### config.mk
export PLATFORM = sky130hd
export DESIGN_NAME = mgmt_subsystem
export DESIGN_NICKNAME = d
export VERILOG_FILES = /design/src/common/mgmt_pkg.sv /design/src/design/fan_tach.sv /design/src/design/mgmt_subsystem.sv /design/src/regs/mgmt_regs.sv /design/src/spi/frontpanel_spi_host.sv
export VERILOG_INCLUDE_DIRS = /design/src /design/src/common
export SDC_FILE = /design/constraint.sdc
export NUM_CORES = 1
export LEC_CHECK = 0
export BUFFER_PORTS_ARGS = -buffer_cell sky130_fd_sc_hd__buf_2
export CORE_MARGIN = 2
export CORE_UTILIZATION = 40
export DETAILED_ROUTE_END_ITERATION = 16
export SLEW_MARGIN = 10
export SYNTH_ARGS = -nofsm -noshare
export SYNTH_HDL_FRONTEND = slang
export SYNTH_HIERARCHICAL = 1
export SYNTH_SLANG_ARGS = --single-unit
### constraint.sdc
create_clock -name sys_clk -period 4.8 [get_ports sys_clk]
set_clock_uncertainty 0.15 [all_clocks]
set_input_delay 0.24 -clock sys_clk [delete_from_list [all_inputs] [get_ports sys_clk]]
set_output_delay 0.24 -clock sys_clk [all_outputs]
set_load 0.02 [all_outputs]
### src/common/mgmt_defines.svh
`ifndef MGMT_DEFINES_SVH
`define MGMT_DEFINES_SVH

// Number of crossbar channels, also the LED vector width
`define MGMT_NUM_TRIG 12

// Tachometer gate window in sys_clk cycles
`define MGMT_TACH_WINDOW 2000
// RPM per tach edge counted in one window
`define MGMT_TACH_RPM_MULT 30

// sys_clk cycles per SCK half period
`define MGMT_SPI_CLKDIV 4

// Cycles from read strobe to read valid
`define MGMT_RD_LATENCY 2

// Register map
`define MGMT_REG_SCRATCH 16'h0000
`define MGMT_REG_FAN0_LO 16'h0010
`define MGMT_REG_FAN0_HI 16'h0011
`define MGMT_REG_FAN1_LO 16'h0012
`define MGMT_REG_FAN1_HI 16'h0013
`define MGMT_REG_FP_DATA 16'h0030
`define MGMT_REG_FP_CS 16'h0031
`define MGMT_REG_FP_STATUS 16'h0032
// Twelve consecutive mux-select bytes start here
`define MGMT_REG_MUXSEL_BASE 16'h0040
`define MGMT_REG_LED_IN_LO 16'h0050
`define MGMT_REG_LED_IN_HI 16'h0051
`define MGMT_REG_LED_OUT_LO 16'h0052
`define MGMT_REG_LED_OUT_HI 16'h0053

`endif

### src/common/mgmt_pkg.sv
package mgmt_pkg;

	//////////////////////////////////////////////////////////////////////
	// Host register bus

	// Byte address of one management register
	typedef logic [15:0] mgmt_addr_t;

	// One register byte, both write data and read data
	typedef logic [7:0] mgmt_data_t;

	//////////////////////////////////////////////////////////////////////
	// Fan and crossbar types

	// Fan speed in revolutions per minute
	typedef logic [15:0] rpm_t;

	// Trigger input index that feeds one crossbar output
	// Only 12 inputs exist, codes above 11 select nothing useful
	typedef logic [3:0] muxsel_t;

endpackage

### src/design/fan_tach.sv
`timescale 1ns/10ps

module fan_tach #(
	parameter int WINDOW_CYCLES = 2000,
	parameter int RPM_MULT      = 30
) (
	input  logic          sys_clk,
	input  logic          arst_n,
	input  logic          tach,
	output mgmt_pkg::rpm_t rpm
);

	import mgmt_pkg::*;

	// Window counter width
	localparam int CNT_W = $clog2(WINDOW_CYCLES);

	//////////////////////////////////////////////////////////////////////
	// Pin synchronizer and edge detect

	logic [1:0] tach_sync;
	logic       tach_prev;
	logic       tach_rise;

	always_ff @(posedge sys_clk or negedge arst_n) begin
		if (!arst_n) begin
			tach_sync <= 2'b00;
			tach_prev <= 1'b0;
		end else begin
			// Two flops against metastability, third for the edge
			tach_sync <= {tach_sync[0], tach};
			tach_prev <= tach_sync[1];
		end
	end

	assign tach_rise = tach_sync[1] & ~tach_prev;

	//////////////////////////////////////////////////////////////////////
	// Gate window and edge count

	logic [CNT_W-1:0] window_cnt;
	logic             window_end;
	rpm_t             edge_cnt;

	assign window_end = (window_cnt == CNT_W'(WINDOW_CYCLES - 1));

	always_ff @(posedge sys_clk or negedge arst_n) begin
		if (!arst_n) begin
			window_cnt <= '0;
			edge_cnt   <= '0;
			rpm        <= '0;
		end else begin
			if (window_end) begin
				window_cnt <= '0;
				// Scale the finished count
				rpm <= rpm_t'(edge_cnt * RPM_MULT);
				// An edge on the last cycle opens the next window
				edge_cnt <= rpm_t'(tach_rise);
			end else begin
				window_cnt <= window_cnt + 1'b1;
				if (tach_rise)
					edge_cnt <= edge_cnt + 1'b1;
			end
		end
	end

endmodule

### src/design/mgmt_subsystem.sv
`timescale 1ns/10ps
`include "mgmt_defines.svh"

module mgmt_subsystem (
	input  logic                                            sys_clk,
	input  logic                                            arst_n,

	// Host register bus
	input  logic                                            wr_en,
	input  mgmt_pkg::mgmt_addr_t                            wr_addr,
	input  mgmt_pkg::mgmt_data_t                            wr_data,
	input  logic                                            rd_en,
	input  mgmt_pkg::mgmt_addr_t                            rd_addr,
	output logic                                            rd_valid,
	output mgmt_pkg::mgmt_data_t                            rd_data,

	// Fan tachometer pins
	input  logic [1:0]                                      fan_tach,

	// Front panel SPI
	output logic                                            frontpanel_sck,
	output logic                                            frontpanel_mosi,
	input  logic                                            frontpanel_miso,
	output logic                                            frontpanel_cs_n,

	// Crossbar status and control
	input  logic [`MGMT_NUM_TRIG-1:0]                       trig_in_led,
	input  logic [`MGMT_NUM_TRIG-1:0]                       trig_out_led,
	output mgmt_pkg::muxsel_t [`MGMT_NUM_TRIG-1:0]          muxsel
);

	import mgmt_pkg::*;

	//////////////////////////////////////////////////////////////////////
	// Fan tachometers

	rpm_t fan0_rpm;
	rpm_t fan1_rpm;

	fan_tach #(
		.WINDOW_CYCLES(`MGMT_TACH_WINDOW),
		.RPM_MULT(`MGMT_TACH_RPM_MULT)
	) tach0_inst (
		.sys_clk(sys_clk),
		.arst_n(arst_n),
		.tach(fan_tach[0]),
		.rpm(fan0_rpm)
	);

	fan_tach #(
		.WINDOW_CYCLES(`MGMT_TACH_WINDOW),
		.RPM_MULT(`MGMT_TACH_RPM_MULT)
	) tach1_inst (
		.sys_clk(sys_clk),
		.arst_n(arst_n),
		.tach(fan_tach[1]),
		.rpm(fan1_rpm)
	);

	//////////////////////////////////////////////////////////////////////
	// Front panel SPI host

	logic       shift_en;
	mgmt_data_t front_tx_data;
	logic       shift_done;
	mgmt_data_t front_rx_data;

	frontpanel_spi_host #(
		.CLKDIV(`MGMT_SPI_CLKDIV)
	) spi_inst (
		.sys_clk(sys_clk),
		.arst_n(arst_n),
		.shift_en(shift_en),
		.tx_data(front_tx_data),
		.spi_miso(frontpanel_miso),
		.shift_done(shift_done),
		.rx_data(front_rx_data),
		.spi_sck(frontpanel_sck),
		.spi_mosi(frontpanel_mosi)
	);

	//////////////////////////////////////////////////////////////////////
	// Register block

	mgmt_regs regs_inst (
		.sys_clk(sys_clk),
		.arst_n(arst_n),
		.wr_en(wr_en),
		.wr_addr(wr_addr),
		.wr_data(wr_data),
		.rd_en(rd_en),
		.rd_addr(rd_addr),
		.fan0_rpm(fan0_rpm),
		.fan1_rpm(fan1_rpm),
		.shift_done(shift_done),
		.front_rx_data(front_rx_data),
		.trig_in_led(trig_in_led),
		.trig_out_led(trig_out_led),
		.rd_valid(rd_valid),
		.rd_data(rd_data),
		.shift_en(shift_en),
		.front_tx_data(front_tx_data),
		.front_cs_n(frontpanel_cs_n),
		.muxsel(muxsel)
	);

endmodule

### src/regs/mgmt_regs.sv
`timescale 1ns/10ps
`include "mgmt_defines.svh"

module mgmt_regs (
	input  logic                                            sys_clk,
	input  logic                                            arst_n,

	// Host bus, before the pipeline stage
	input  logic                                            wr_en,
	input  mgmt_pkg::mgmt_addr_t                            wr_addr,
	input  mgmt_pkg::mgmt_data_t                            wr_data,
	input  logic                                            rd_en,
	input  mgmt_pkg::mgmt_addr_t                            rd_addr,

	// Status inputs
	input  mgmt_pkg::rpm_t                                  fan0_rpm,
	input  mgmt_pkg::rpm_t                                  fan1_rpm,
	input  logic                                            shift_done,
	input  mgmt_pkg::mgmt_data_t                            front_rx_data,
	input  logic [`MGMT_NUM_TRIG-1:0]                       trig_in_led,
	input  logic [`MGMT_NUM_TRIG-1:0]                       trig_out_led,

	// Read response
	output logic                                            rd_valid,
	output mgmt_pkg::mgmt_data_t                            rd_data,

	// Control outputs
	output logic                                            shift_en,
	output mgmt_pkg::mgmt_data_t                            front_tx_data,
	output logic                                            front_cs_n,
	output mgmt_pkg::muxsel_t [`MGMT_NUM_TRIG-1:0]          muxsel
);

	import mgmt_pkg::*;

	//////////////////////////////////////////////////////////////////////
	// Input pipeline stage

	logic       wr_en_ff;
	mgmt_addr_t wr_addr_ff;
	mgmt_data_t wr_data_ff;
	logic       rd_en_ff;
	mgmt_addr_t rd_addr_ff;

	// Strobes
	always_ff @(posedge sys_clk or negedge arst_n) begin
		if (!arst_n) begin
			wr_en_ff <= 1'b0;
			rd_en_ff <= 1'b0;
		end else begin
			wr_en_ff <= wr_en;
			rd_en_ff <= rd_en;
		end
	end

	// Address and data
	always_ff @(posedge sys_clk) begin
		wr_addr_ff <= wr_addr;
		wr_data_ff <= wr_data;
		rd_addr_ff <= rd_addr;
	end

	//////////////////////////////////////////////////////////////////////
	// Write decode and SPI launch

	mgmt_data_t scratch;
	logic       fp_busy;
	mgmt_data_t fp_rx_byte;

	// Launch only when the shifter is idle, a busy write is dropped
	assign shift_en      = wr_en_ff && (wr_addr_ff == `MGMT_REG_FP_DATA) && !fp_busy;
	assign front_tx_data = wr_data_ff;

	always_ff @(posedge sys_clk or negedge arst_n) begin
		if (!arst_n) begin
			scratch    <= '0;
			front_cs_n <= 1'b1;
			muxsel     <= '0;
		end else if (wr_en_ff) begin
			case (wr_addr_ff)
				`MGMT_REG_SCRATCH: scratch <= wr_data_ff;
				`MGMT_REG_FP_CS:   front_cs_n <= wr_data_ff[0];
				default: ;
			endcase
			// One byte per crossbar output
			for (int i = 0; i < `MGMT_NUM_TRIG; i++) begin
				if (wr_addr_ff == mgmt_addr_t'(`MGMT_REG_MUXSEL_BASE + i))
					muxsel[i] <= wr_data_ff[3:0];
			end
		end
	end

	// Busy flag and received byte
	always_ff @(posedge sys_clk or negedge arst_n) begin
		if (!arst_n) begin
			fp_busy    <= 1'b0;
			fp_rx_byte <= '0;
		end else begin
			if (shift_en)
				fp_busy <= 1'b1;
			else if (shift_done)
				fp_busy <= 1'b0;
			if (shift_done)
				fp_rx_byte <= front_rx_data;
		end
	end

	//////////////////////////////////////////////////////////////////////
	// Read mux and RPM snapshot

	mgmt_data_t rd_mux;
	mgmt_data_t fan0_hi_snap;
	mgmt_data_t fan1_hi_snap;

	always_comb begin
		case (rd_addr_ff)
			`MGMT_REG_SCRATCH:    rd_mux = scratch;
			`MGMT_REG_FAN0_LO:    rd_mux = fan0_rpm[7:0];
			`MGMT_REG_FAN0_HI:    rd_mux = fan0_hi_snap;
			`MGMT_REG_FAN1_LO:    rd_mux = fan1_rpm[7:0];
			`MGMT_REG_FAN1_HI:    rd_mux = fan1_hi_snap;
			`MGMT_REG_FP_DATA:    rd_mux = fp_rx_byte;
			`MGMT_REG_FP_CS:      rd_mux = {7'b0, front_cs_n};
			`MGMT_REG_FP_STATUS:  rd_mux = {7'b0, fp_busy};
			// High bytes land in the low nibble
			`MGMT_REG_LED_IN_LO:  rd_mux = trig_in_led[7:0];
			`MGMT_REG_LED_IN_HI:  rd_mux = mgmt_data_t'(trig_in_led >> 8);
			`MGMT_REG_LED_OUT_LO: rd_mux = trig_out_led[7:0];
			`MGMT_REG_LED_OUT_HI: rd_mux = mgmt_data_t'(trig_out_led >> 8);
			default:              rd_mux = '0;
		endcase
		for (int i = 0; i < `MGMT_NUM_TRIG; i++) begin
			if (rd_addr_ff == mgmt_addr_t'(`MGMT_REG_MUXSEL_BASE + i))
				rd_mux = {4'h0, muxsel[i]};
		end
	end

	always_ff @(posedge sys_clk or negedge arst_n) begin
		if (!arst_n) begin
			rd_valid     <= 1'b0;
			rd_data      <= '0;
			fan0_hi_snap <= '0;
			fan1_hi_snap <= '0;
		end else begin
			rd_valid <= rd_en_ff;
			if (rd_en_ff) begin
				rd_data <= rd_mux;
				// Low byte read freezes the matching high byte
				if (rd_addr_ff == `MGMT_REG_FAN0_LO)
					fan0_hi_snap <= fan0_rpm[15:8];
				if (rd_addr_ff == `MGMT_REG_FAN1_LO)
					fan1_hi_snap <= fan1_rpm[15:8];
			end
		end
	end

endmodule

### src/spi/frontpanel_spi_host.sv
`timescale 1ns/10ps

module frontpanel_spi_host #(
	parameter int CLKDIV = 4
) (
	input  logic                 sys_clk,
	input  logic                 arst_n,

	// Byte interface
	input  logic                 shift_en,
	input  mgmt_pkg::mgmt_data_t tx_data,
	output logic                 shift_done,
	output mgmt_pkg::mgmt_data_t rx_data,

	// SPI pins, mode 0
	output logic                 spi_sck,
	output logic                 spi_mosi,
	input  logic                 spi_miso
);

	import mgmt_pkg::*;

	// Half period counter width
	localparam int DIV_W = $clog2(CLKDIV + 1);

	//////////////////////////////////////////////////////////////////////
	// Shifter state

	logic             active;
	logic [DIV_W-1:0] div_cnt;
	logic [2:0]       bit_cnt;
	mgmt_data_t       tx_shift;
	mgmt_data_t       rx_shift;
	logic             half_end;

	assign half_end = (div_cnt == DIV_W'(CLKDIV - 1));

	// MSB first, MOSI changes only while SCK is low
	assign spi_mosi = tx_shift[7];
	assign rx_data  = rx_shift;

	always_ff @(posedge sys_clk or negedge arst_n) begin
		if (!arst_n) begin
			active     <= 1'b0;
			div_cnt    <= '0;
			bit_cnt    <= '0;
			tx_shift   <= '0;
			rx_shift   <= '0;
			spi_sck    <= 1'b0;
			shift_done <= 1'b0;
		end else begin
			shift_done <= 1'b0;
			if (!active) begin
				// Start a byte
				if (shift_en) begin
					active   <= 1'b1;
					div_cnt  <= '0;
					bit_cnt  <= '0;
					tx_shift <= tx_data;
				end
			end else if (!half_end) begin
				div_cnt <= div_cnt + 1'b1;
			end else begin
				div_cnt <= '0;
				if (!spi_sck) begin
					// Rising edge, sample MISO
					spi_sck  <= 1'b1;
					rx_shift <= {rx_shift[6:0], spi_miso};
				end else begin
					// Falling edge, present next bit
					spi_sck  <= 1'b0;
					tx_shift <= {tx_shift[6:0], 1'b0};
					bit_cnt  <= bit_cnt + 1'b1;
					if (bit_cnt == 3'd7) begin
						active     <= 1'b0;
						shift_done <= 1'b1;
					end
				end
			end
		end
	end

endmodule
# Word level (Yosys, flattened, before mapping)
# Cells that the tools add are included.
dict set report word_totals {
  reg_bits 248
  input_bits 71
}
dict set report op_classes {
  mux 41
  add_sub_neg 6
  bitwise 5
  multipliers 2
  reduce_logical 28
  eq_ne 43
}
# op n
set ops {}
lappend ops {{16-bit by 7-bit == test with 1-bit output (second input constant)} 28}
lappend ops {{8-bit 2-to-1 mux} 16}
lappend ops {{8-bit one-hot mux with 12 select lines} 1}
lappend ops {{16-bit by 6-bit == test with 1-bit output (second input constant)} 5}
lappend ops {{16-bit by 5-bit == test with 1-bit output (second input constant)} 4}
lappend ops {{16-bit 2-to-1 mux} 4}
lappend ops {{2-bit AND reduction} 17}
lappend ops {{16-bit by 1-bit adder with 16-bit output (second input constant)} 2}
lappend ops {{16-bit zero test} 2}
lappend ops {{16-bit by 4-bit multiplier with 15-bit output (second input constant)} 2}
lappend ops {{11-bit by 1-bit adder with 11-bit output (second input constant)} 2}
lappend ops {{11-bit == test (second input constant)} 2}
lappend ops {{11-bit 2-to-1 mux} 2}
lappend ops {{3-bit 2-to-1 mux} 6}
lappend ops {{1-bit 2-to-1 mux} 12}
lappend ops {{2-bit nonzero test} 4}
lappend ops {{3-bit by 1-bit adder with 3-bit output (second input constant)} 2}
lappend ops {{3-bit AND reduction} 2}
lappend ops {{3-bit by 2-bit == test with 1-bit output (second input constant)} 1}
lappend ops {{3-bit == test (second input constant)} 1}
lappend ops {{1-bit inverter} 3}
lappend ops {{1-bit bitwise AND} 2}
lappend ops {{1-bit logical AND} 2}
lappend ops {{2-bit by 1-bit != test with 1-bit output (second input constant)} 1}
lappend ops {{other kinds (2)} 2}

# Logic depth before layout (Yosys ltp)
# Gate-level depths: netlist of the first run.
dict set report depth {
  ltp_word 14
  mapped_depth 11
  mapped_depth_nobuf 11
}

# Cells and area by module
# The synthesis of the first run kept the hierarchy.
# module area_each_um2 instances seq_area_each_um2 cells_per_inst
set modules_own_cells {}
lappend modules_own_cells {mgmt_regs 5969.5 1 3129.3 498}
lappend modules_own_cells {{fan_tach (tach1_inst)} 3131.8 1 1101.1 317}
lappend modules_own_cells {{fan_tach (tach0_inst)} 3121.7 1 1101.1 320}
lappend modules_own_cells {frontpanel_spi_host 1144.8 1 625.6 81}

# Worst setup path after synthesis of the first run
# Ideal clock, no wire load.
dict set report synth_timing {
  path_kind {register to register}
  startpoint {reg tach0_inst.edge_cnt[6]}
  endpoint {reg tach0_inst.rpm[14]}
  setup_slack_ns 1.580
  setup_ns 0.126
  synth_period_minus_slack_ns 3.220
  path_stages_with_launch 11
  n_path_buf 1
  t_required_ns 4.524
  arrival_time_ns 2.944
  path_cell_list {dfrtp_1 > inv_1 > fa_1 > fa_1 > inv_1 > ha_1 > clkbuf_1 > a21o_1 > a221oi_1 > o21ai_0 > a221o_1}
}
dict set report synth_via {
  elab_chain_len 1
}
# element line_no
set synth_rtl {}
lappend synth_rtl {{start, declared} fan_tach.sv:43} ;# rpm_t edge_cnt;
lappend synth_rtl {{start signal, assigned} fan_tach.sv:58} ;# edge_cnt <= rpm_t'(tach_rise);
lappend synth_rtl {{start signal, assigned} fan_tach.sv:62} ;# edge_cnt <= edge_cnt + 1'b1;
lappend synth_rtl {{16-bit by 4-bit multiplier with 15-bit output} fan_tach.sv:56} ;# rpm <= rpm_t'(edge_cnt * RPM_MULT);
lappend synth_rtl {{end signal, assigned} fan_tach.sv:56}
lappend synth_rtl {{end, declared} fan_tach.sv:10} ;# output mgmt_pkg::rpm_t rpm
# No other way between the ends.
# A chain may end at the register's enable or synchronous reset.

# Worst setup path after layout of the first run
dict set report layout_timing {
  startpoint {reg regs_inst.rd_addr_ff[9]}
  endpoint {reg regs_inst.rd_data[4]}
}
dict set report layout_via {
  elab_chain_len 14
}
# element line_no
set layout_rtl {}
lappend layout_rtl {{start, declared} mgmt_regs.sv:43} ;# mgmt_addr_t rd_addr_ff;
lappend layout_rtl {{start signal, assigned} mgmt_regs.sv:60} ;# rd_addr_ff <= rd_addr;
lappend layout_rtl {{16-bit by 7-bit == test with 1-bit output (tied with other cells)} mgmt_regs.sv:116} ;# case (rd_addr_ff)
lappend layout_rtl {{8-bit one-hot mux with 12 select lines} mgmt_regs.sv:116}
lappend layout_rtl {{8-bit 2-to-1 mux (11 in series)} mgmt_regs.sv:133} ;# if (rd_addr_ff == mgmt_addr_t'(`MGMT_REG_MUXSEL_BASE + i))
lappend layout_rtl {{8-bit 2-to-1 mux (*)} mgmt_regs.sv:133}
lappend layout_rtl {{end signal, assigned} mgmt_regs.sv:147} ;# rd_data <= rd_mux;
lappend layout_rtl {{end, declared} mgmt_regs.sv:25} ;# output mgmt_pkg::mgmt_data_t rd_data,
# Every way passes the cells marked *; elsewhere a longest branch is shown, timed or not.

==> summary.txt, run 1 <==
Outcome
  – Run status: finished, final reports clean

GRT
  – GR Util met3: 3.17%
  – Met2 Track Usage GR: around a third
  – Largest net degree at the start of global routing: 120
  – Busiest grt layer: met2
  – Met1 usage: 25.0%
  – Gr usage total: a little under a fifth
  – First-pass GRT wire length: 53.8 mm
  – Number of global-route vias before repair: just under 10000
  – Antenna violations before repair: 0
  – Total gr overflow: 0

Timing
  – Setup WS post-layout: roughly 1.2 ns
  – Max Fclk: approximately 280 MHz
  – Relative slew slack: about 34%
  – Max-slew violations: 0
  – Tmin final: 3.57 ns
  – Final setup vio count: 0
  – Final period utilization: around three quarters
  – Actual slew at the worst max-slew pin: 0.989 ns
  – WHS: about 0.041 ns
  – Hold Fails Final Rpt: 0
  – Post-route setup TNS: 0 ns
  – RSZ-0062 raised after global routing: false

Clock tree
  – Total CTS buffers: 28
  – Reg clk slew, reported paths: approximately 0.06 ns
  – Post-CTS Resized: 0
  – CTS tree: done
  – Clk_lat worst skew: approximately 0.55 ns
  – H-Tree Depth: 1
  – Max Root-Sink Buffers: 3
  – Root Buffer Master: clkbuf_16
  – CTS sink cnt: 246

Floorplan
  – Placeable Area: 32700 µm²
  – Die Ht: 187 µm
  – Die area: roughly 35000 µm²
  – Die W: 187 µm
  – # IOs: 131
  – Initial Utilization: approximately two fifths
  – Row count: 66

Run
  – Max-capacitance violation count: 0

Power and ir drop
  – Pleak: 7.62 nW
  – Power density cells: just under 400 nW/µm²
  – Total Power: approximately 6.2 mW
  – VDD IR max: between 0.0002 and 0.0003 V

Cells and area
  – Nets: ~1600
  – Most common cell after layout, fill and taps aside: dfrtp_1
  – Number of diodes: 0
  – Util after Layout: 48.3%
  – Ratio of cells with drive above 1 in the final layout: 23.0%
  – Design area: about 16000 µm²
  – Fin cells: ~1800
  – Most frequent cells in the layout: dfrtp_1 (205), buf_2 (129), mux2_2 (104)
  – Area added between synthesis and finish: 18.2%
  – Fill count: between 3000 and 4000

Routing
  – Drt wl/cell: between 15 and 20 µm
  – Vias: ~9600
  – Post-Route WL: 32.6 mm
  – Post-DRT Antenna Nets: 0
  – DRC Markers: 0
  – First-pass DRT Iterations: 5
  – DR iter-0 viols: 546
  – Vias per inst: ~5.2

Critical path
  – Setup crit end kind: flop
  – Highest net fanout along the worst path: 17
  – Crit Path Class: flop to flop
  – CP arrival: between 3 and 4 ns
  – Required time worst endpoint: slightly above 5 ns
  – Crit start category: flop

Min path
  – Hold Path Class: input port to flop

Synthesis
  – Mapped Cells: 1216
  – Synth unique cells: 93
  – Avg Cell Area, Syn: ~11 µm²
  – Asr flop ratio synth: 83.7%
  – Synth Register Bits: around 250
  – Yosys top cell area share: a little under two fifths
  – EDFF count, synth: 0
  – Net count after synthesis: roughly 1400
  – Area contributors post-synth: dfrtp_1 (38%), mux2_2 (8.8%), fa_1 (6.9%), dfxtp_1 (6.0%), ha_1 (5.1%)
  – Synth Cell Area: between 10000 and 15000 µm²
  – Yosys warns: 6
  – Cell taking the most area after synthesis: dfrtp_1
  – Register area share after synthesis: between 40 and 50%
  – Main synth FF type: dfrtp_1

Place
  – Placed cell areas: approximately 14000 µm²
  – IO buf count: 130
  – DP Cell Count: 1747
  – Pre-CTS WS: about 1.3 ns
  – DP HPWL: around 24 mm
  – Placer Congestion: between 0.8 and 0.9
==> power breakdown <==
part / internal [mW] / switching, mW / total [mW]
Sequential: 2.14 / 0.0985 / 2.23
Clock: 1.23 / 0.843 / 2.08
Combinational: 0.853 / 1.04 / 1.90
==> Yosys cell counts (all sizes together), types with 5 or more instances <==
master,instances
a211oi,5
a21o,17
a21oi,29
a221oi,5
a22oi,15
a31oi,6
and2,6
and3,15
buf,30
clkbuf,17
dfrtp,205
dfxtp,40
fa,46
ha,55
inv,93
mux2,108
mux2i,13
nand2,99
nand2b,13
nand3,39
nand4,8
nor2,80
nor2b,9
nor3,14
nor4,21
o21ai,60
o2bb2ai,5
o31ai,7
or4,7
xnor2,45
xor2,14
==> layer usage <==
metal / wire length [µm] / part of all wire (%)
met2: 15700 / 48
met5: 0 / 0
met4: 804 / 2.5
met1: 14300 / 44
met3: 1750 / 5.4
==> path summary, 6_finish.rpt <==
check | slack [ns] | endpoint | cells after the start | start
max in group asynchronous | 3.21 | regs_inst/muxsel[12] | 3 | arst_n
min | 0.04 | regs_inst/rd_data[7] | 5 | trig_out_led[7]
max | 1.23 | regs_inst/rd_data[4] | 7 | regs_inst/rd_addr_ff[9]
max reg2reg | 1.23 | regs_inst/rd_data[4] | 7 | regs_inst/rd_addr_ff[9]
min in group asynchronous | 0.20 | spi_inst/bit_cnt[0] | 2 | arst_n
min reg2reg | 0.20 | tach0_inst/tach_sync[1] | 0 | tach0_inst/tach_sync[0]
==> critical path: stages, from the launching register on <==
cell and delay [ns]:
dfxtp_1 0.30, or4_1 0.96, nor4_2 0.91, a222oi_1 0.27, nand3_1 0.15, dlygate4sd3_1 0.55
a21oi_1 0.04, o2bb2ai_1 0.15
==> layout make-up <==
class,instances,area [µm²],area share [%]
multi-input cells,830,6800,43.0
flip-flops and latches,246,5960,37.7
repair buffers,186,1220,7.71
clock buffers,44,863,5.46
well taps,442,553,3.50
inverters,93,349,2.21
clock inverters,8,58.8,0.372
==> logic make-up (layout without fill, tap and decap cells) <==
kind of cell	after synthesis	after routing	share of synthesized area, %
compound gates	201	201	10.3
fa+ha+maj	101	101	12.0
flops	246	246	44.6
mux	122	122	10.4
simple gates	345	345	14.2
xor+xnor	59	59	3.87
other cells	2	2	0.0562
buf+inv	140	331	4.61
==> what timing repair did <==
action	CTS	global route
hold buffers	50	0
buffers inserted	0	0
hold endpoints to repair	165	0
==> state kept, by name (all words and copies together) (netlist names), 8 cells and up <==
name / cells
regs_inst/fan0_hi_snap: 8
regs_inst/fan1_hi_snap: 8
regs_inst/fp_rx_byte: 8
regs_inst/front_tx_data: 8
regs_inst/muxsel: 48
regs_inst/rd_addr_ff: 16
regs_inst/rd_data: 8
regs_inst/scratch: 8
regs_inst/wr_addr_ff: 16
spi_inst/rx_data: 8
spi_inst/tx_shift: 8
tach0_inst/edge_cnt: 15
tach0_inst/rpm: 15
tach0_inst/window_cnt: 11
tach1_inst/edge_cnt: 15
tach1_inst/rpm: 15
tach1_inst/window_cnt: 11
Note: power is estimated with default switching activity, not from simulation.
==> run 2, diff against run 1 <==
==> constraint.sdc (replaced) <==
create_clock -name sys_clk -period 2.9 [get_ports sys_clk]
set_clock_uncertainty 0.15 [all_clocks]
set_input_delay 0.145 -clock sys_clk [delete_from_list [all_inputs] [get_ports sys_clk]]
set_output_delay 0.145 -clock sys_clk [all_outputs]
set_load 0.02 [all_outputs]
==> run 2 against run 1 <==
- setup slack worse by 1.4 ns
- maximum frequency is 18% higher
- critical path depth is 2 higher
- critical path type unchanged
- highest routed layer unchanged
- hold slack worse by 0.0035 ns
- register-to-register slack worse by 1.4 ns
- first-iteration DRC count is 15% lower
- routed wire length is 9.7% higher
- sequential power is 64% higher
- cell count is 8.9% higher
- the flow now finishes with violations (negative setup slack)
- non-clock buffer count is 166 higher
==> summary.txt, run 2 (synthesis results as in run 1) <==
Cells and area
  – Util after Layout: 54.0% (+5.6 points)
  – Max reg flops: 48 (unchanged)
  – Design area: 17600 µm² (+12%)
  – Most common cell after layout, fill and taps aside: dfrtp_1
  – Ratio of cells with drive above 1 in the final layout: 36.6% (+14 points)
  – Reg with most FFs: regs_inst/muxsel
  – Nets: 1723 (+11%)
  – Fin cells: 2014 (+8.9%)
  – Fill count: 2861 (-5.0%)
  – Number of diodes: 0 (unchanged)
  – Largest regs: regs_inst/muxsel x48, regs_inst/rd_addr_ff x16, regs_inst/wr_addr_ff x16
  – Most frequent cells in the layout: dfrtp_1 (202), buf_4 (161), buf_2 (129)
  – Area added between synthesis and finish: 32.0%

Critical path
  – Highest net fanout along the worst path: 4 (-13)
  – Required time worst endpoint: 3.24 ns (-1.88 ns)
  – Crit Path Class: flop to flop
  – CP arrival: 3.36 ns (-0.53 ns)
  – Crit start category: flop
  – Setup crit end kind: flop

Timing
  – WHS: 0.0371 ns (-0.00354 ns)
  – Max-slew violations: 0 (unchanged)
  – RSZ-0062 raised after global routing: true
  – Max Fclk: 331 MHz (+18%)
  – Final setup vio count: 13 (+13)
  – Actual slew at the worst max-slew pin: 0.750 ns (-0.238 ns)
  – Setup WS post-layout: -0.125 ns (-1.36 ns)
  – Relative slew slack: 49.3% (+15 points)
  – Tmin final: 3.03 ns (-0.541 ns)
  – Hold Fails Final Rpt: 0 (unchanged)
  – Post-route setup TNS: -0.921 ns (-0.921 ns)
  – Final period utilization: 104% (+30 points)

GRT
  – Number of global-route vias before repair: 11000 (+11%)
  – Largest net degree at the start of global routing: 79 (-34%)
  – Gr usage total: 20.3% (+1.3 points)
  – Total gr overflow: 0 (unchanged)
  – Antenna violations before repair: 0 (unchanged)
  – First-pass GRT wire length: 57.4 mm (+6.7%)

Clock tree
  – CTS sink cnt: 246 (unchanged)
  – Total CTS buffers: 27 (-3.6%)
  – Clk_lat worst skew: 0.55 ns (about the same)
  – Root Buffer Master: clkbuf_16
  – Reg clk slew, reported paths: 0.06 ns (about the same)
  – H-Tree Depth: 1 (unchanged)
  – Max Root-Sink Buffers: 3 (unchanged)
  – CTS tree: done

Routing
  – First-pass DRT Iterations: 5 (unchanged)
  – DRC Markers: 0 (unchanged)
  – Post-Route WL: 35.8 mm (+9.7%)
  – DR iter-0 viols: 466 (-15%)
  – Post-DRT Antenna Nets: 0 (unchanged)
  – Drt wl/cell: 17.8 µm (+0.76%)
  – Vias per inst: 5.11 (-1.1%)
  – Vias: 10300 (+7.7%)

Place
  – DP Cell Count: 1875 (+7.3%)
  – IO buf count: 130 (unchanged)
  – Placer Congestion: 0.896 (+2.1%)
  – Placed cell areas: 15400 µm² (+7.5%)
  – DP HPWL: 26.0 mm (+9.8%)
  – Pre-CTS WS: -0.250 ns (-1.51 ns)

Power and ir drop
  – Sequential Power Share: 27.6% (-8.4 points)
  – VDD IR max: 0.000624 V (+120%)
  – Sw Share: 32.6% (+0.59 points)
  – Power density cells: 750 nW/µm² (+91%)
  – Pleak: 8.45 nW (+11%)
  – Total Power: 13.2 mW (+110%)
  – Internal power: 8.93 mW (+110%)
  – Comb power frac: 44.5% (+14 points)
  – Clock network fraction of total power: 27.9% (-5.6 points)
  – Switching power: 4.31 mW (+120%)

Floorplan
  – Die Ht: 187 µm (unchanged)
  – Row count: 66 (unchanged)
  – Placeable Area: 32700 µm² (unchanged)
  – Die W: 187 µm (unchanged)
  – Initial Utilization: 40.9% (unchanged)
  – # IOs: 131 (unchanged)
  – Die area: 34900 µm² (unchanged)

Run
  – Max-capacitance violation count: 0 (unchanged)

Outcome
  – Failing checks: negative setup slack
  – Run status: finished with violations

Min path
  – Hold Path Class: input port to asynchronous set/reset pin
[run 2: final timing paths]
path | slack (ns) | depth (start not counted) | start | to
max | -0.13 | 9 | tach0_inst/edge_cnt[1] | tach0_inst/rpm[13]
max reg2reg | -0.13 | 9 | tach0_inst/edge_cnt[1] | tach0_inst/rpm[13]
min | 0.04 | 2 | arst_n | spi_inst/div_cnt[0]
min reg2reg | 0.20 | 0 | tach1_inst/tach_sync[0] | tach1_inst/tach_sync[1]
min in group sys_clk | 0.06 | 5 | trig_out_led[0] | regs_inst/rd_data[0]
max in group asynchronous | 1.76 | 3 | arst_n | tach1_inst/edge_cnt[12]
[run 2: power groups by stage]
stage | clock network, mW | logic [mW] | registers [mW]
floorplan | 0 | 2.92 | 3.72
global placement | 0 | 4.40 | 3.71
detailed placement | 0 | 4.55 | 3.72
CTS | 3.79 | 5.27 | 3.65
global route | 3.95 | 6.47 | 3.67
finish | 3.70 | 5.89 | 3.65
[run 2: what timing repair did]
action	in CTS	in global routing
pin swaps	32	31
hold buffers	54	1
endpoints found under the hold margin	156	1
setup buffers	19	15
resized for setup	33	50
setup endpoints to repair	17	27
cloned	0	1
[run 2: cell type report]
class / count / area, µm² / area share (%)
well taps: 442 / 553 / 3.13
multi-input cells: 831 / 7310 / 41.4
inverters: 93 / 354 / 2.01
clock buffers: 36 / 771 / 4.37
clock inverters: 14 / 199 / 1.13
repair buffers: 352 / 2490 / 14.1
flip-flops and latches: 246 / 5960 / 33.8
[run 2: layer usage]
metal	part of all wire (%)	vias up	wire length, µm	global-route usage, %
met1	42	5079	15000	24.5
met4	3.5	0	1250	7.72
met2	50	244	17800	35.8
met3	5.1	55	1820	3.90
li1	-	4921	-	-
met5	0	-	0	0
[run 2: worst max-delay path, stage by stage, from the launching register on]
cell,delay (ns)
dfrtp_1,0.41
fa_1,0.51
fa_1,0.55
inv_2,0.05
fa_2,0.36
nor2b_4,0.16
o2111ai_4,0.15
a211o_1,0.30
a211o_1,0.26
nand3_1,0.06
